==> config.mk <==
export PLATFORM = sky130hd
export DESIGN_NAME = noc_bridge
export DESIGN_NICKNAME = d
export VERILOG_FILES = /design/src/hw/apb_pkg.sv /design/src/hw/noc_pkg.sv /design/src/hw/noc_req_decode.sv /design/src/hw/req_fifo.sv /design/src/hw/apb_execute.sv /design/src/hw/noc_resp_send.sv /design/src/hw/noc_bridge.sv
export SDC_FILE = /design/constraint.sdc
export NUM_CORES = 1
export LEC_CHECK = 0
export BUFFER_PORTS_ARGS = -buffer_cell sky130_fd_sc_hd__buf_2
export CAP_MARGIN = 15
export CORE_UTILIZATION = 35
export CTS_CLUSTER_DIAMETER = 40
export DETAILED_ROUTE_END_ITERATION = 10
export MAX_ROUTING_LAYER = met4
export PLACE_DENSITY_LB_ADDON = 0.2
export SYNTH_ARGS = -nofsm -noshare
export SYNTH_HDL_FRONTEND = slang
export SYNTH_SLANG_ARGS = --single-unit
==> constraint.sdc <==
create_clock -name clk -period 12.3 [get_ports clk]
set_input_delay 2.46 -clock clk [delete_from_list [all_inputs] [get_ports clk]]
set_output_delay 2.46 -clock clk [all_outputs]
set_load 0.01 [all_outputs]
==> src/hw/apb_pkg.sv <==
// apb bus types
package apb_pkg;

	typedef logic [31:0] apb_addr_t;
	typedef logic [31:0] apb_data_t;

	// master to slave
	typedef struct packed {
		logic      psel;
		logic      penable;
		logic      pwrite;
		apb_addr_t paddr;
		apb_data_t pwdata;
	} apb_req_t;

	// slave to master, no pslverr
	typedef struct packed {
		apb_data_t prdata;
		logic      pready;
	} apb_rsp_t;

endpackage

==> src/hw/noc_pkg.sv <==
// noc packet definitions
package noc_pkg;

	import apb_pkg::*;

	typedef logic [7:0]  byte_t;
	typedef logic [7:0]  src_id_t;
	typedef logic [7:0]  len_t;
	typedef logic [31:0] word_t;

	// top three bits of the command byte
	typedef enum logic [2:0] {
		OP_READ  = 3'b001,
		OP_WRITE = 3'b011
	} opcode_t;

	localparam int MAX_WORDS  = 3;
	localparam int WORD_BYTES = 4;

	// low nibble 1000 means one address byte only
	localparam logic [3:0]  SHORT_ADDR_NIB  = 4'b1000;
	localparam logic [23:0] SHORT_ADDR_FILL = 24'hff_ffff;

	localparam byte_t RESP_READ  = 8'h40;
	localparam byte_t RESP_WRITE = 8'h80;
	localparam byte_t RESP_END   = 8'he0;
	localparam byte_t LINK_IDLE  = 8'h00;

	// count is 1..MAX_WORDS
	typedef struct packed {
		opcode_t    opcode;
		src_id_t    src_id;
		apb_addr_t  addr;
		logic [1:0] count;
		word_t      wdata;
	} noc_req_t;

	// word 0 sits in the low bits of rdata
	typedef struct packed {
		opcode_t                opcode;
		src_id_t                src_id;
		logic [1:0]             count;
		word_t [MAX_WORDS-1:0]  rdata;
	} noc_resp_t;

endpackage

==> src/hw/noc_req_decode.sv <==
// noc request parser
`timescale 1ns/1ps

module noc_req_decode (
	input  logic              clk,
	input  logic              rst,
	input  logic              cmd_in,
	input  noc_pkg::byte_t    data_in,
	output logic              req_push,
	output noc_pkg::noc_req_t req
);

	import noc_pkg::*;

	typedef enum logic [2:0] {
		ST_IDLE,
		ST_SRC,
		ST_ADDR,
		ST_LEN,
		ST_WDATA
	} dec_state_t;

	dec_state_t state;
	logic [1:0] byte_idx;
	logic       short_addr;
	logic       cmd_ok;
	opcode_t    cmd_op;
	len_t       len_byte;

	assign cmd_op   = opcode_t'(data_in[7:5]);
	assign cmd_ok   = cmd_in && (cmd_op == OP_READ || cmd_op == OP_WRITE);
	assign len_byte = data_in;

	always_ff @(posedge clk or posedge rst)
	begin
		if (rst)
		begin
			state      <= ST_IDLE;
			byte_idx   <= 2'd0;
			short_addr <= 1'b0;
			req_push   <= 1'b0;
		end
		else
		begin
			req_push <= 1'b0;
			case (state)
				ST_IDLE:
				begin
					// unknown opcodes never leave idle
					if (cmd_ok)
					begin
						short_addr <= (data_in[3:0] == SHORT_ADDR_NIB);
						state      <= ST_SRC;
					end
				end
				ST_SRC:
				begin
					byte_idx <= 2'd0;
					state    <= ST_ADDR;
				end
				ST_ADDR:
				begin
					byte_idx <= byte_idx + 2'd1;
					if (short_addr || byte_idx == 2'd3)
						state <= ST_LEN;
				end
				ST_LEN:
				begin
					byte_idx <= 2'd0;
					if (req.opcode == OP_WRITE)
						state <= ST_WDATA;
					else
					begin
						req_push <= 1'b1;
						state    <= ST_IDLE;
					end
				end
				ST_WDATA:
				begin
					byte_idx <= byte_idx + 2'd1;
					if (byte_idx == 2'd3)
					begin
						req_push <= 1'b1;
						state    <= ST_IDLE;
					end
				end
				default:
					state <= ST_IDLE;
			endcase
		end
	end

	// fields fill in as their bytes go by, lsb first
	always_ff @(posedge clk)
	begin
		case (state)
			ST_IDLE:
				if (cmd_ok)
					req.opcode <= cmd_op;
			ST_SRC:
				req.src_id <= data_in;
			ST_ADDR:
				if (short_addr)
					req.addr <= {SHORT_ADDR_FILL, data_in};
				else
					req.addr[{byte_idx, 3'b000} +: 8] <= data_in;
			ST_LEN:
				// writes are always a single word
				if (req.opcode == OP_WRITE)
					req.count <= 2'd1;
				else
					req.count <= len_byte[3:2];
			ST_WDATA:
				req.wdata[{byte_idx, 3'b000} +: 8] <= data_in;
		endcase
	end

endmodule

==> src/hw/req_fifo.sv <==
// request queue
`timescale 1ns/1ps

module req_fifo #(
	parameter int DEPTH_LOG2 = 2
) (
	input  logic              clk,
	input  logic              rst,
	input  logic              push,
	input  noc_pkg::noc_req_t din,
	input  logic              pop,
	output noc_pkg::noc_req_t dout,
	output logic              full,
	output logic              empty
);

	import noc_pkg::*;

	noc_req_t mem [1 << DEPTH_LOG2];

	// extra msb tells a full ring from an empty one
	logic [DEPTH_LOG2:0] wr_ptr;
	logic [DEPTH_LOG2:0] rd_ptr;

	assign empty = (wr_ptr == rd_ptr);
	assign full  = (wr_ptr[DEPTH_LOG2] != rd_ptr[DEPTH_LOG2]) &&
		(wr_ptr[DEPTH_LOG2-1:0] == rd_ptr[DEPTH_LOG2-1:0]);

	// show-ahead head
	assign dout = mem[rd_ptr[DEPTH_LOG2-1:0]];

	always_ff @(posedge clk or posedge rst)
	begin
		if (rst)
		begin
			wr_ptr <= '0;
			rd_ptr <= '0;
		end
		else
		begin
			// push into a full queue is dropped
			if (push && !full)
				wr_ptr <= wr_ptr + 1'b1;
			if (pop && !empty)
				rd_ptr <= rd_ptr + 1'b1;
		end
	end

	always_ff @(posedge clk)
	begin
		if (push && !full)
			mem[wr_ptr[DEPTH_LOG2-1:0]] <= din;
	end

endmodule

==> src/hw/apb_execute.sv <==
// apb transfer engine
`timescale 1ns/1ps

module apb_execute (
	input  logic               clk,
	input  logic               rst,
	input  noc_pkg::noc_req_t  req_head,
	input  logic               req_empty,
	output logic               req_pop,
	output apb_pkg::apb_req_t  apb_req,
	input  apb_pkg::apb_rsp_t  apb_rsp,
	output logic               resp_valid,
	output noc_pkg::noc_resp_t resp,
	input  logic               resp_ready
);

	import apb_pkg::*;
	import noc_pkg::*;

	typedef enum logic [1:0] {
		EX_IDLE,
		EX_SETUP,
		EX_ACCESS,
		EX_HANDOFF
	} ex_state_t;

	ex_state_t             state;
	logic [1:0]            word_idx;
	logic                  last_word;
	apb_addr_t             cur_addr;
	word_t [MAX_WORDS-1:0] rdata_q;

	assign last_word = (word_idx == req_head.count - 2'd1);

	// head stays put until the pop, so it drives the bus directly
	always_comb
	begin
		apb_req.psel    = (state == EX_SETUP) || (state == EX_ACCESS);
		apb_req.penable = (state == EX_ACCESS);
		apb_req.pwrite  = (req_head.opcode == OP_WRITE);
		apb_req.paddr   = cur_addr;
		apb_req.pwdata  = req_head.wdata;
	end

	always_comb
	begin
		resp.opcode = req_head.opcode;
		resp.src_id = req_head.src_id;
		resp.count  = req_head.count;
		resp.rdata  = rdata_q;
	end

	assign resp_valid = (state == EX_HANDOFF);
	assign req_pop    = resp_valid && resp_ready;

	always_ff @(posedge clk or posedge rst)
	begin
		if (rst)
		begin
			state    <= EX_IDLE;
			word_idx <= 2'd0;
		end
		else
		begin
			case (state)
				EX_IDLE:
				begin
					word_idx <= 2'd0;
					if (!req_empty)
						state <= EX_SETUP;
				end
				EX_SETUP:
					state <= EX_ACCESS;
				EX_ACCESS:
				begin
					// wait states hold the access phase
					if (apb_rsp.pready)
					begin
						if (last_word)
							state <= EX_HANDOFF;
						else
						begin
							word_idx <= word_idx + 2'd1;
							state    <= EX_SETUP;
						end
					end
				end
				EX_HANDOFF:
					if (resp_ready)
						state <= EX_IDLE;
				default:
					state <= EX_IDLE;
			endcase
		end
	end

	always_ff @(posedge clk)
	begin
		if (state == EX_IDLE)
			cur_addr <= req_head.addr;
		else if (state == EX_ACCESS && apb_rsp.pready)
		begin
			cur_addr <= cur_addr + apb_addr_t'(WORD_BYTES);
			if (!apb_req.pwrite)
				rdata_q[word_idx] <= apb_rsp.prdata;
		end
	end

endmodule

==> src/hw/noc_resp_send.sv <==
// noc response serializer
`timescale 1ns/1ps

module noc_resp_send (
	input  logic               clk,
	input  logic               rst,
	input  logic               resp_valid,
	input  noc_pkg::noc_resp_t resp,
	output logic               resp_ready,
	output logic               cmd_out,
	output noc_pkg::byte_t     data_out
);

	import noc_pkg::*;

	noc_resp_t resp_q;
	logic      busy;
	logic      is_read;
	logic [3:0] byte_cnt;
	logic [3:0] last_cnt;
	logic [3:0] data_idx;
	logic [MAX_WORDS*WORD_BYTES*8-1:0] rdata_bits;

	assign is_read    = (resp_q.opcode == OP_READ);
	assign rdata_bits = resp_q.rdata;
	assign data_idx   = byte_cnt - 4'd2;
	assign resp_ready = !busy;

	// read: code, id, 4n data, end marker; write: code, id
	assign last_cnt = is_read ? 4'(2 + WORD_BYTES * resp_q.count) : 4'd1;

	always_ff @(posedge clk or posedge rst)
	begin
		if (rst)
		begin
			busy     <= 1'b0;
			byte_cnt <= 4'd0;
		end
		else if (!busy)
		begin
			byte_cnt <= 4'd0;
			if (resp_valid)
				busy <= 1'b1;
		end
		else if (byte_cnt == last_cnt)
			busy <= 1'b0;
		else
			byte_cnt <= byte_cnt + 4'd1;
	end

	always_ff @(posedge clk)
	begin
		if (resp_valid && resp_ready)
			resp_q <= resp;
	end

	// idle link shows cmd high with a zero byte
	always_comb
	begin
		cmd_out  = 1'b1;
		data_out = LINK_IDLE;
		if (busy)
		begin
			if (byte_cnt == 4'd0)
				data_out = is_read ? RESP_READ : RESP_WRITE;
			else if (byte_cnt == 4'd1)
			begin
				cmd_out  = 1'b0;
				data_out = resp_q.src_id;
			end
			else if (byte_cnt == last_cnt)
				data_out = RESP_END;
			else
			begin
				cmd_out  = 1'b0;
				data_out = rdata_bits[{data_idx, 3'b000} +: 8];
			end
		end
	end

endmodule

==> src/hw/noc_bridge.sv <==
// noc to apb bridge
`timescale 1ns/1ps

module noc_bridge (
	input  logic              clk,
	input  logic              rst,
	input  logic              cmd_in,
	input  noc_pkg::byte_t    data_in,
	output logic              cmd_out,
	output noc_pkg::byte_t    data_out,
	output apb_pkg::apb_req_t apb_req,
	input  apb_pkg::apb_rsp_t apb_rsp
);

	import noc_pkg::*;

	logic      req_push;
	logic      req_pop;
	logic      req_empty;
	logic      resp_valid;
	logic      resp_ready;
	noc_req_t  req;
	noc_req_t  req_head;
	noc_resp_t resp;

	noc_req_decode u_decode (
		.clk      (clk),
		.rst      (rst),
		.cmd_in   (cmd_in),
		.data_in  (data_in),
		.req_push (req_push),
		.req      (req)
	);

	// full is not fed back, the link has no flow control
	req_fifo #(
		.DEPTH_LOG2 (2)
	) u_fifo (
		.clk   (clk),
		.rst   (rst),
		.push  (req_push),
		.din   (req),
		.pop   (req_pop),
		.dout  (req_head),
		.full  (),
		.empty (req_empty)
	);

	apb_execute u_execute (
		.clk        (clk),
		.rst        (rst),
		.req_head   (req_head),
		.req_empty  (req_empty),
		.req_pop    (req_pop),
		.apb_req    (apb_req),
		.apb_rsp    (apb_rsp),
		.resp_valid (resp_valid),
		.resp       (resp),
		.resp_ready (resp_ready)
	);

	noc_resp_send u_send (
		.clk        (clk),
		.rst        (rst),
		.resp_valid (resp_valid),
		.resp       (resp),
		.resp_ready (resp_ready),
		.cmd_out    (cmd_out),
		.data_out   (data_out)
	);

endmodule

# After elaboration in Yosys (flattened, before gate mapping)
# Memories as Yosys holds them, arrays and structs flattened.
# Index checks and enable logic that the tools add are counted.
# classes
add_sub_neg,10
n_lt_le_gt_ge,2
eq_ne,28
n_shift,3
mux,42
bitwise,2
n_reduce_logical,26
# op_table
operator,count
$bwmux 96,1
$mux 32,3
$shiftx 96x8->8,1
$bwmux 32,2
$demux 32 s2,1
$mux 8,6
$add 32x3->32 const B,1
$shift 8x7->32 const A,1
$shiftx 8x7->32,1
$eq 3x2->1 const B,5
$pmux 3 s5,1
$mux 2,6
$mux 3,4
$mux 4,3
$reduce_and 3->1,4
$mux 1,11
$eq 3x1->1 const B,3
$ne 2x1->1 const B,4
$ne 2x2->1 const B,4
$pmux 2 s2,2
$pmux 2 s4,1
$logic_and 1x1->1,7
$neg 5->7,1
$add 3x1->3 const B,2
26 further kinds,38
# totals
reg_bits,336
ram_bits,308
in_bits,44
output_inout_bits,76
elab_cells,140
mem_count,1
# memory_table
memory,depth,width,read_ports,rd_clocked_by_memory_dff,write_ports,line_no,text
u_fifo.mem,4,77,1,0,1,req_fifo.sv:19,noc_req_t mem [1 << DEPTH_LOG2];

# Longest topological paths before layout
# depth
ltp_word,7
depth_mapped,10
mapped_depth_nobuf,7

# By module
# Synthesis repeated with hierarchy kept, for this count alone.
# unflattened
hier_cells,1332
hier_area_um2,25295.5
# modules_own_cells
mod,n_inst,cells_each,area_per_inst_um2,seq_area_each_um2
req_fifo,1,452,11581.1,9399.0
apb_execute,1,377,5499.0,3943.8
noc_resp_send,1,266,4654.5,3398.3
noc_req_decode,1,237,3560.9,2487.4

# Worst setup path before layout
# OpenSTA, ideal clock, no wires.
# synth_timing
kind,flip-flop to flip-flop
start,reg u_execute.state[1]
end,reg u_fifo.rd_ptr[1]
setup_ps,125
arrival_time_ps,6306
required_time_ps,12175
path_slack_ps,5869
stages_incl_launch_ff,5
path_buffers,0
period_less_slack_ps,6431
path_cell_list,dfrtp_1 -> ha_1 -> nor2b_1 -> nor2b_1 -> mux2_2
# synth_via
elab_chain_len,3
# synth_lines
item,line_no,text
from (decl),apb_execute.sv:27,ex_state_t state;
from (signal assigned),apb_execute.sv:60,state <= EX_IDLE;
from (signal assigned),apb_execute.sv:70,state <= EX_SETUP;
from (signal assigned),apb_execute.sv:73,state <= EX_ACCESS;
$eq 2x2->1,apb_execute.sv:53,assign resp_valid = (state == EX_HANDOFF);
$logic_and 1x1->1,apb_execute.sv:54,assign req_pop = resp_valid && resp_ready;
named net req_pop,noc_bridge.sv:18,logic req_pop;
$logic_and 1x1->1,req_fifo.sv:44,if (pop && !empty)
to (signal assigned),req_fifo.sv:45,rd_ptr <= rd_ptr + 1'b1;
to (decl),req_fifo.sv:23,logic [DEPTH_LOG2:0] rd_ptr;
# The timed path passes the listed nets, and every way through them passes these cells.
# A chain may end at the register's enable or synchronous reset.

# Worst setup path in the final report
# layout_timing
start,reg u_send.byte_cnt[2]
end,out data_out[0]
# layout_via
elab_chain_len,6
elab_cells_between_ends,9
classes_between,1 x add/sub; 2 x eq/ne; 1 x shift; 4 x mux; 1 x reduce/logical
# layout_lines
item,line_no,text
from (decl),noc_resp_send.sv:19,logic [3:0] byte_cnt;
from (signal assigned),noc_resp_send.sv:48,byte_cnt <= byte_cnt + 4'd1;
$sub 4x2->4,noc_resp_send.sv:26,assign data_idx = byte_cnt - 4'd2;
$shiftx 96x8->8,noc_resp_send.sv:76,"data_out = rdata_bits[{data_idx, 3'b000} +: 8];"
$mux 8,noc_resp_send.sv:71,else if (byte_cnt == last_cnt)
$mux 8,noc_resp_send.sv:66,else if (byte_cnt == 4'd1)
$mux 8 *,noc_resp_send.sv:64,if (byte_cnt == 4'd0)
$mux 8 *,noc_resp_send.sv:62,if (busy)
to (decl),noc_bridge.sv:10,"output noc_pkg::byte_t data_out,"
# Every way passes the cells marked *; elsewhere a longest branch is shown, timed or not.

==> run_results.csv <==
group,metric,value,unit
run_status,outcome,"complete, no violations",
drt,via_count,11590,
worst_hold_path,hold_class,"register to register",
global_routing,grt_use_total,0.1512,
worst_setup_path,crit_type,"register to primary output",
pwr,p_leak,9.907,nW
die,die-area,0.07153,mm2
die,die_h,267.5,um
die,ioPinCount,120,
logic_synthesis,synth-edff-count,622,
finish,num-fill-cells,6178,
logic_synthesis,synthesis.nets,1303,
drt,vias_per_cell,4.820,
pwr,p_clk_frac,0.371,
clocking,ctsResizeCount,0,
drt,drc,0,
sta,slew_violations,0,
finish,fin_nets,1461,
pwr,switching_share,0.2877,
logic_synthesis,yosysSeqAreaShare,0.7796,
sta,tns,0,ps
sta,layout_min_cycle_time,5490,ps
worst_setup_path,endpoint_kind,"primary output",
finish,drive_above_1_share,0.2824,
global_routing,met1_usage,0.2051,
pwr,peakVddDrop,0.1338,mV
sta,timing.fmax,0.1822,GHz
worst_setup_path,critPathRequiredTime,9840,ps
drt,dr.pass1.iters,5,
global_routing,antenna_found_initial,1,
clocking,clk_latency,650,ps
placement,finalWeightedCongestion,0.7850,
placement,dpl.hpwl,30880,um
logic_synthesis,synthCells,1237,
worst_hold_path,holdPathStages,0,
clocking,clk_path_buf_depth,3,
die,fp-row-count,96,
sta,fin_skew,49.28,ps
clocking,ctsRootBufferMaster,"clkbuf_16",
worst_setup_path,cp_max_fo,16,
global_routing,grt_pass1_wl,77270,um
clocking,cts_num_sinks,644,
worst_setup_path,reg2regPathDepth,7,
global_routing,grt_max_degree,76,
sta,relSlewSlack,0.3143,
worst_setup_path,cp-start-kind,"register",
pwr,intPower,5.348,mW
clocking,clkTransAtPathRegs,60,ps
global_routing,grt_pass1_vias,12220,
sta,setup_viol,0,
finish,regArea,0.01924,mm2
finish,multi_input_area,0.004946,mm2
logic_synthesis,ys_ff_latch,644,
logic_synthesis,synth_cell_types,55,
clocking,tritoncts,"done",
clocking,post_cts_buffers,0,
die,core,0.06919,mm2
global_routing,met3_usage,0.02979,
logic_synthesis,ys_warn_count,0,
clocking,htreeDepth,3,
clocking,hold_buffers,0,
clocking,cts_made_buffers,95,
worst_setup_path,cp.arrival,3030,ps
logic_synthesis,ys.flop_type,"edfxtp_1",
sta,hold_ws,398.3,ps
logic_synthesis,syn_avg_cell_area,19.94,um2
drt,ant_nets,0,
drt,wl_per_cell,21.33,um
global_routing,grt_remaining_overflow,0,
pwr,p_per_area,254.5,mW/mm2
sta,hold_viol,0,
finish,syn_to_final_growth,19.62,%
drt,wl,51280,um
logic_synthesis,async_reset_ff_frac,0.03416,
die,fp.dieW,267.5,um
drt,drtIter0Drc,835,
finish,antennaDiodeCount,0,
sta,layout_worst_path_cycle_share,0.4463,
run,cap_violations,0,
pwr,p_sw,2.160,mW
die,start_util,0.3565,
global_routing,grt_busiest_layer,"met2",
sta,rsz0062_at_grt,"false",
global_routing,met2_usage,0.2292,
placement,port_buffers,119,
pwr,seq_power_share,0.425,
sta,worstMarginPinSlew,1029,ps
pwr,pwr-share-comb,0.204,
logic_synthesis,syn_area,0.02466,mm2
-- Yosys cell counts (17+ instances only) --
master	count	area [um2]
a211o_1	25	219.0
and2_1	50	312.8
buf_4	35	262.8
clkbuf_1	24	90.09
dfrtp_1	22	550.5
edfxtp_1	622	18680
ha_1	22	275.3
inv_1	18	67.56
mux4_2	100	2252
nand2_1	60	225.2
nor2b_1	37	231.5
o21ai_0	34	170.2
xnor2_1	17	148.9
xor2_1	25	219.0
-- cell families (layout without fill, tap and decap cells) --
group           count (synthesis)  after routing  share of synthesized area
compound gates                 99             99                    0.02699
xor+xnor                       42             42                    0.01491
fa+ha+maj                      23             23                    0.01157
buf+inv                        95            331                    0.02085
flops                         644            644                     0.7796
mux                           109            109                    0.09588
simple gates                  225            225                    0.05017
-- layer usage --
| metal | wire (um) | share of wire | vias up |
|---|---|---|---|
| met2 | 23970 | 0.47 | 270 |
| met4 | 1253 | 0.024 | 0 |
| met3 | 2088 | 0.041 | 104 |
| met5 | 0 | 0 | - |
| li1 | - | - | 5241 |
| met1 | 23970 | 0.47 | 5972 |
-- registers in the layout, summed over array words and instances, names as in the netlist --
| register | flops |
|---|---|
| u_decode.byte_idx | 2 |
| u_decode.req | 77 |
| u_decode.req_push | 1 |
| u_decode.short_addr | 1 |
| u_decode.state | 3 |
| u_execute.cur_addr | 32 |
| u_execute.resp | 96 |
| u_execute.state | 2 |
| u_execute.word_idx | 2 |
| u_fifo.mem | 308 |
| u_fifo.rd_ptr | 3 |
| u_fifo.wr_ptr | 3 |
| u_send.busy | 1 |
| u_send.byte_cnt | 4 |
| u_send.rdata_bits | 96 |
| u_send.resp_q | 13 |
-- placed cells by master (no fill, tap or decap), types with 3 or more instances in the layout --
| master | n |
|---|---|
| nor3_1 | 5 |
| a21oi_1 | 10 |
| clkinv_2 | 10 |
| o21ai_0 | 34 |
| bufinv_16 | 16 |
| nor3_2 | 3 |
| xnor2_1 | 17 |
| dfrtp_1 | 20 |
| and2_4 | 4 |
| and4_1 | 3 |
| a31oi_1 | 5 |
| clkbuf_16 | 95 |
| mux4_2 | 100 |
| mux2_2 | 5 |
| clkinv_4 | 7 |
| mux2i_1 | 3 |
| edfxtp_1 | 622 |
| o22ai_1 | 5 |
| ha_1 | 21 |
| and3_1 | 6 |
| a211o_1 | 25 |
| nand2_1 | 60 |
| inv_1 | 18 |
| buf_2 | 119 |
| a221o_1 | 4 |
| nor3b_1 | 8 |
| nand3b_1 | 3 |
| clkinvlp_4 | 11 |
| nor2b_1 | 36 |
| clkinv_1 | 16 |
| nor2_1 | 16 |
| and2_1 | 46 |
| inv_6 | 12 |
| buf_4 | 19 |
| xor2_1 | 25 |
| nand3_1 | 15 |
| nand4_1 | 10 |
-- power by group through the flow --
| stage | combinational [mW] | sequential (mW) | clock, mW |
|---|---|---|---|
| finish | 1.53 | 3.19 | 2.79 |
| global route | 1.69 | 3.24 | 2.94 |
| CTS | 1.58 | 3.20 | 2.85 |
| detailed placement | 1.57 | 3.24 | 0 |
| global placement | 1.56 | 3.23 | 0 |
| floorplan | 1.17 | 3.13 | 0 |
-- critical path: stages (launching register included) --
cell and delay, ps:
dfrtp_1 490, inv_1 100, ha_1 800, mux4_2 420, nand2_1 80, a21oi_1 60, a221o_1 310, buf_2 160
-- layout make-up --
| type | instances | area share |
|---|---|---|
| inverter | 18 | 0.002290 |
| sequential | 644 | 0.6520 |
| tap | 931 | 0.03948 |
| clock inverter | 77 | 0.03227 |
| timing repair buffer | 138 | 0.02502 |
| clock buffer | 98 | 0.08130 |
| multi-input combinational | 498 | 0.1676 |
-- stage by stage --
stage	util	power, mW	cell area, um2	setup slack [ps]	instances
2_1_floorplan	-	4.302	24660	5869	1237
3_3_place_gp	0.3780	4.788	26150	7448	2229
3_5_place_dp	0.3780	4.806	26150	7401	2229
4_1_cts	0.4264	7.621	29500	6738	2404
5_1_grt	0.4264	7.866	29500	6636	2404
6_report	0.4264	7.508	29500	6810	2404
-- path summary, 6_finish.rpt --
path / endpoint / from / slack [ps]
max in group asynchronous: u_fifo.rd_ptr[1] / rst / 9470
setup / recovery: data_out[0] / u_send.byte_cnt[2] / 6810
min in group asynchronous: u_execute.state[0] / rst / 2070
setup reg to reg: u_fifo.mem[3][36] / u_fifo.rd_ptr[0] / 7780
hold / removal: u_send.rdata_bits[68] / u_execute.resp[68] / 400
hold reg to reg: u_send.rdata_bits[68] / u_execute.resp[68] / 400
Note: power is estimated with default switching activity, not from simulation.
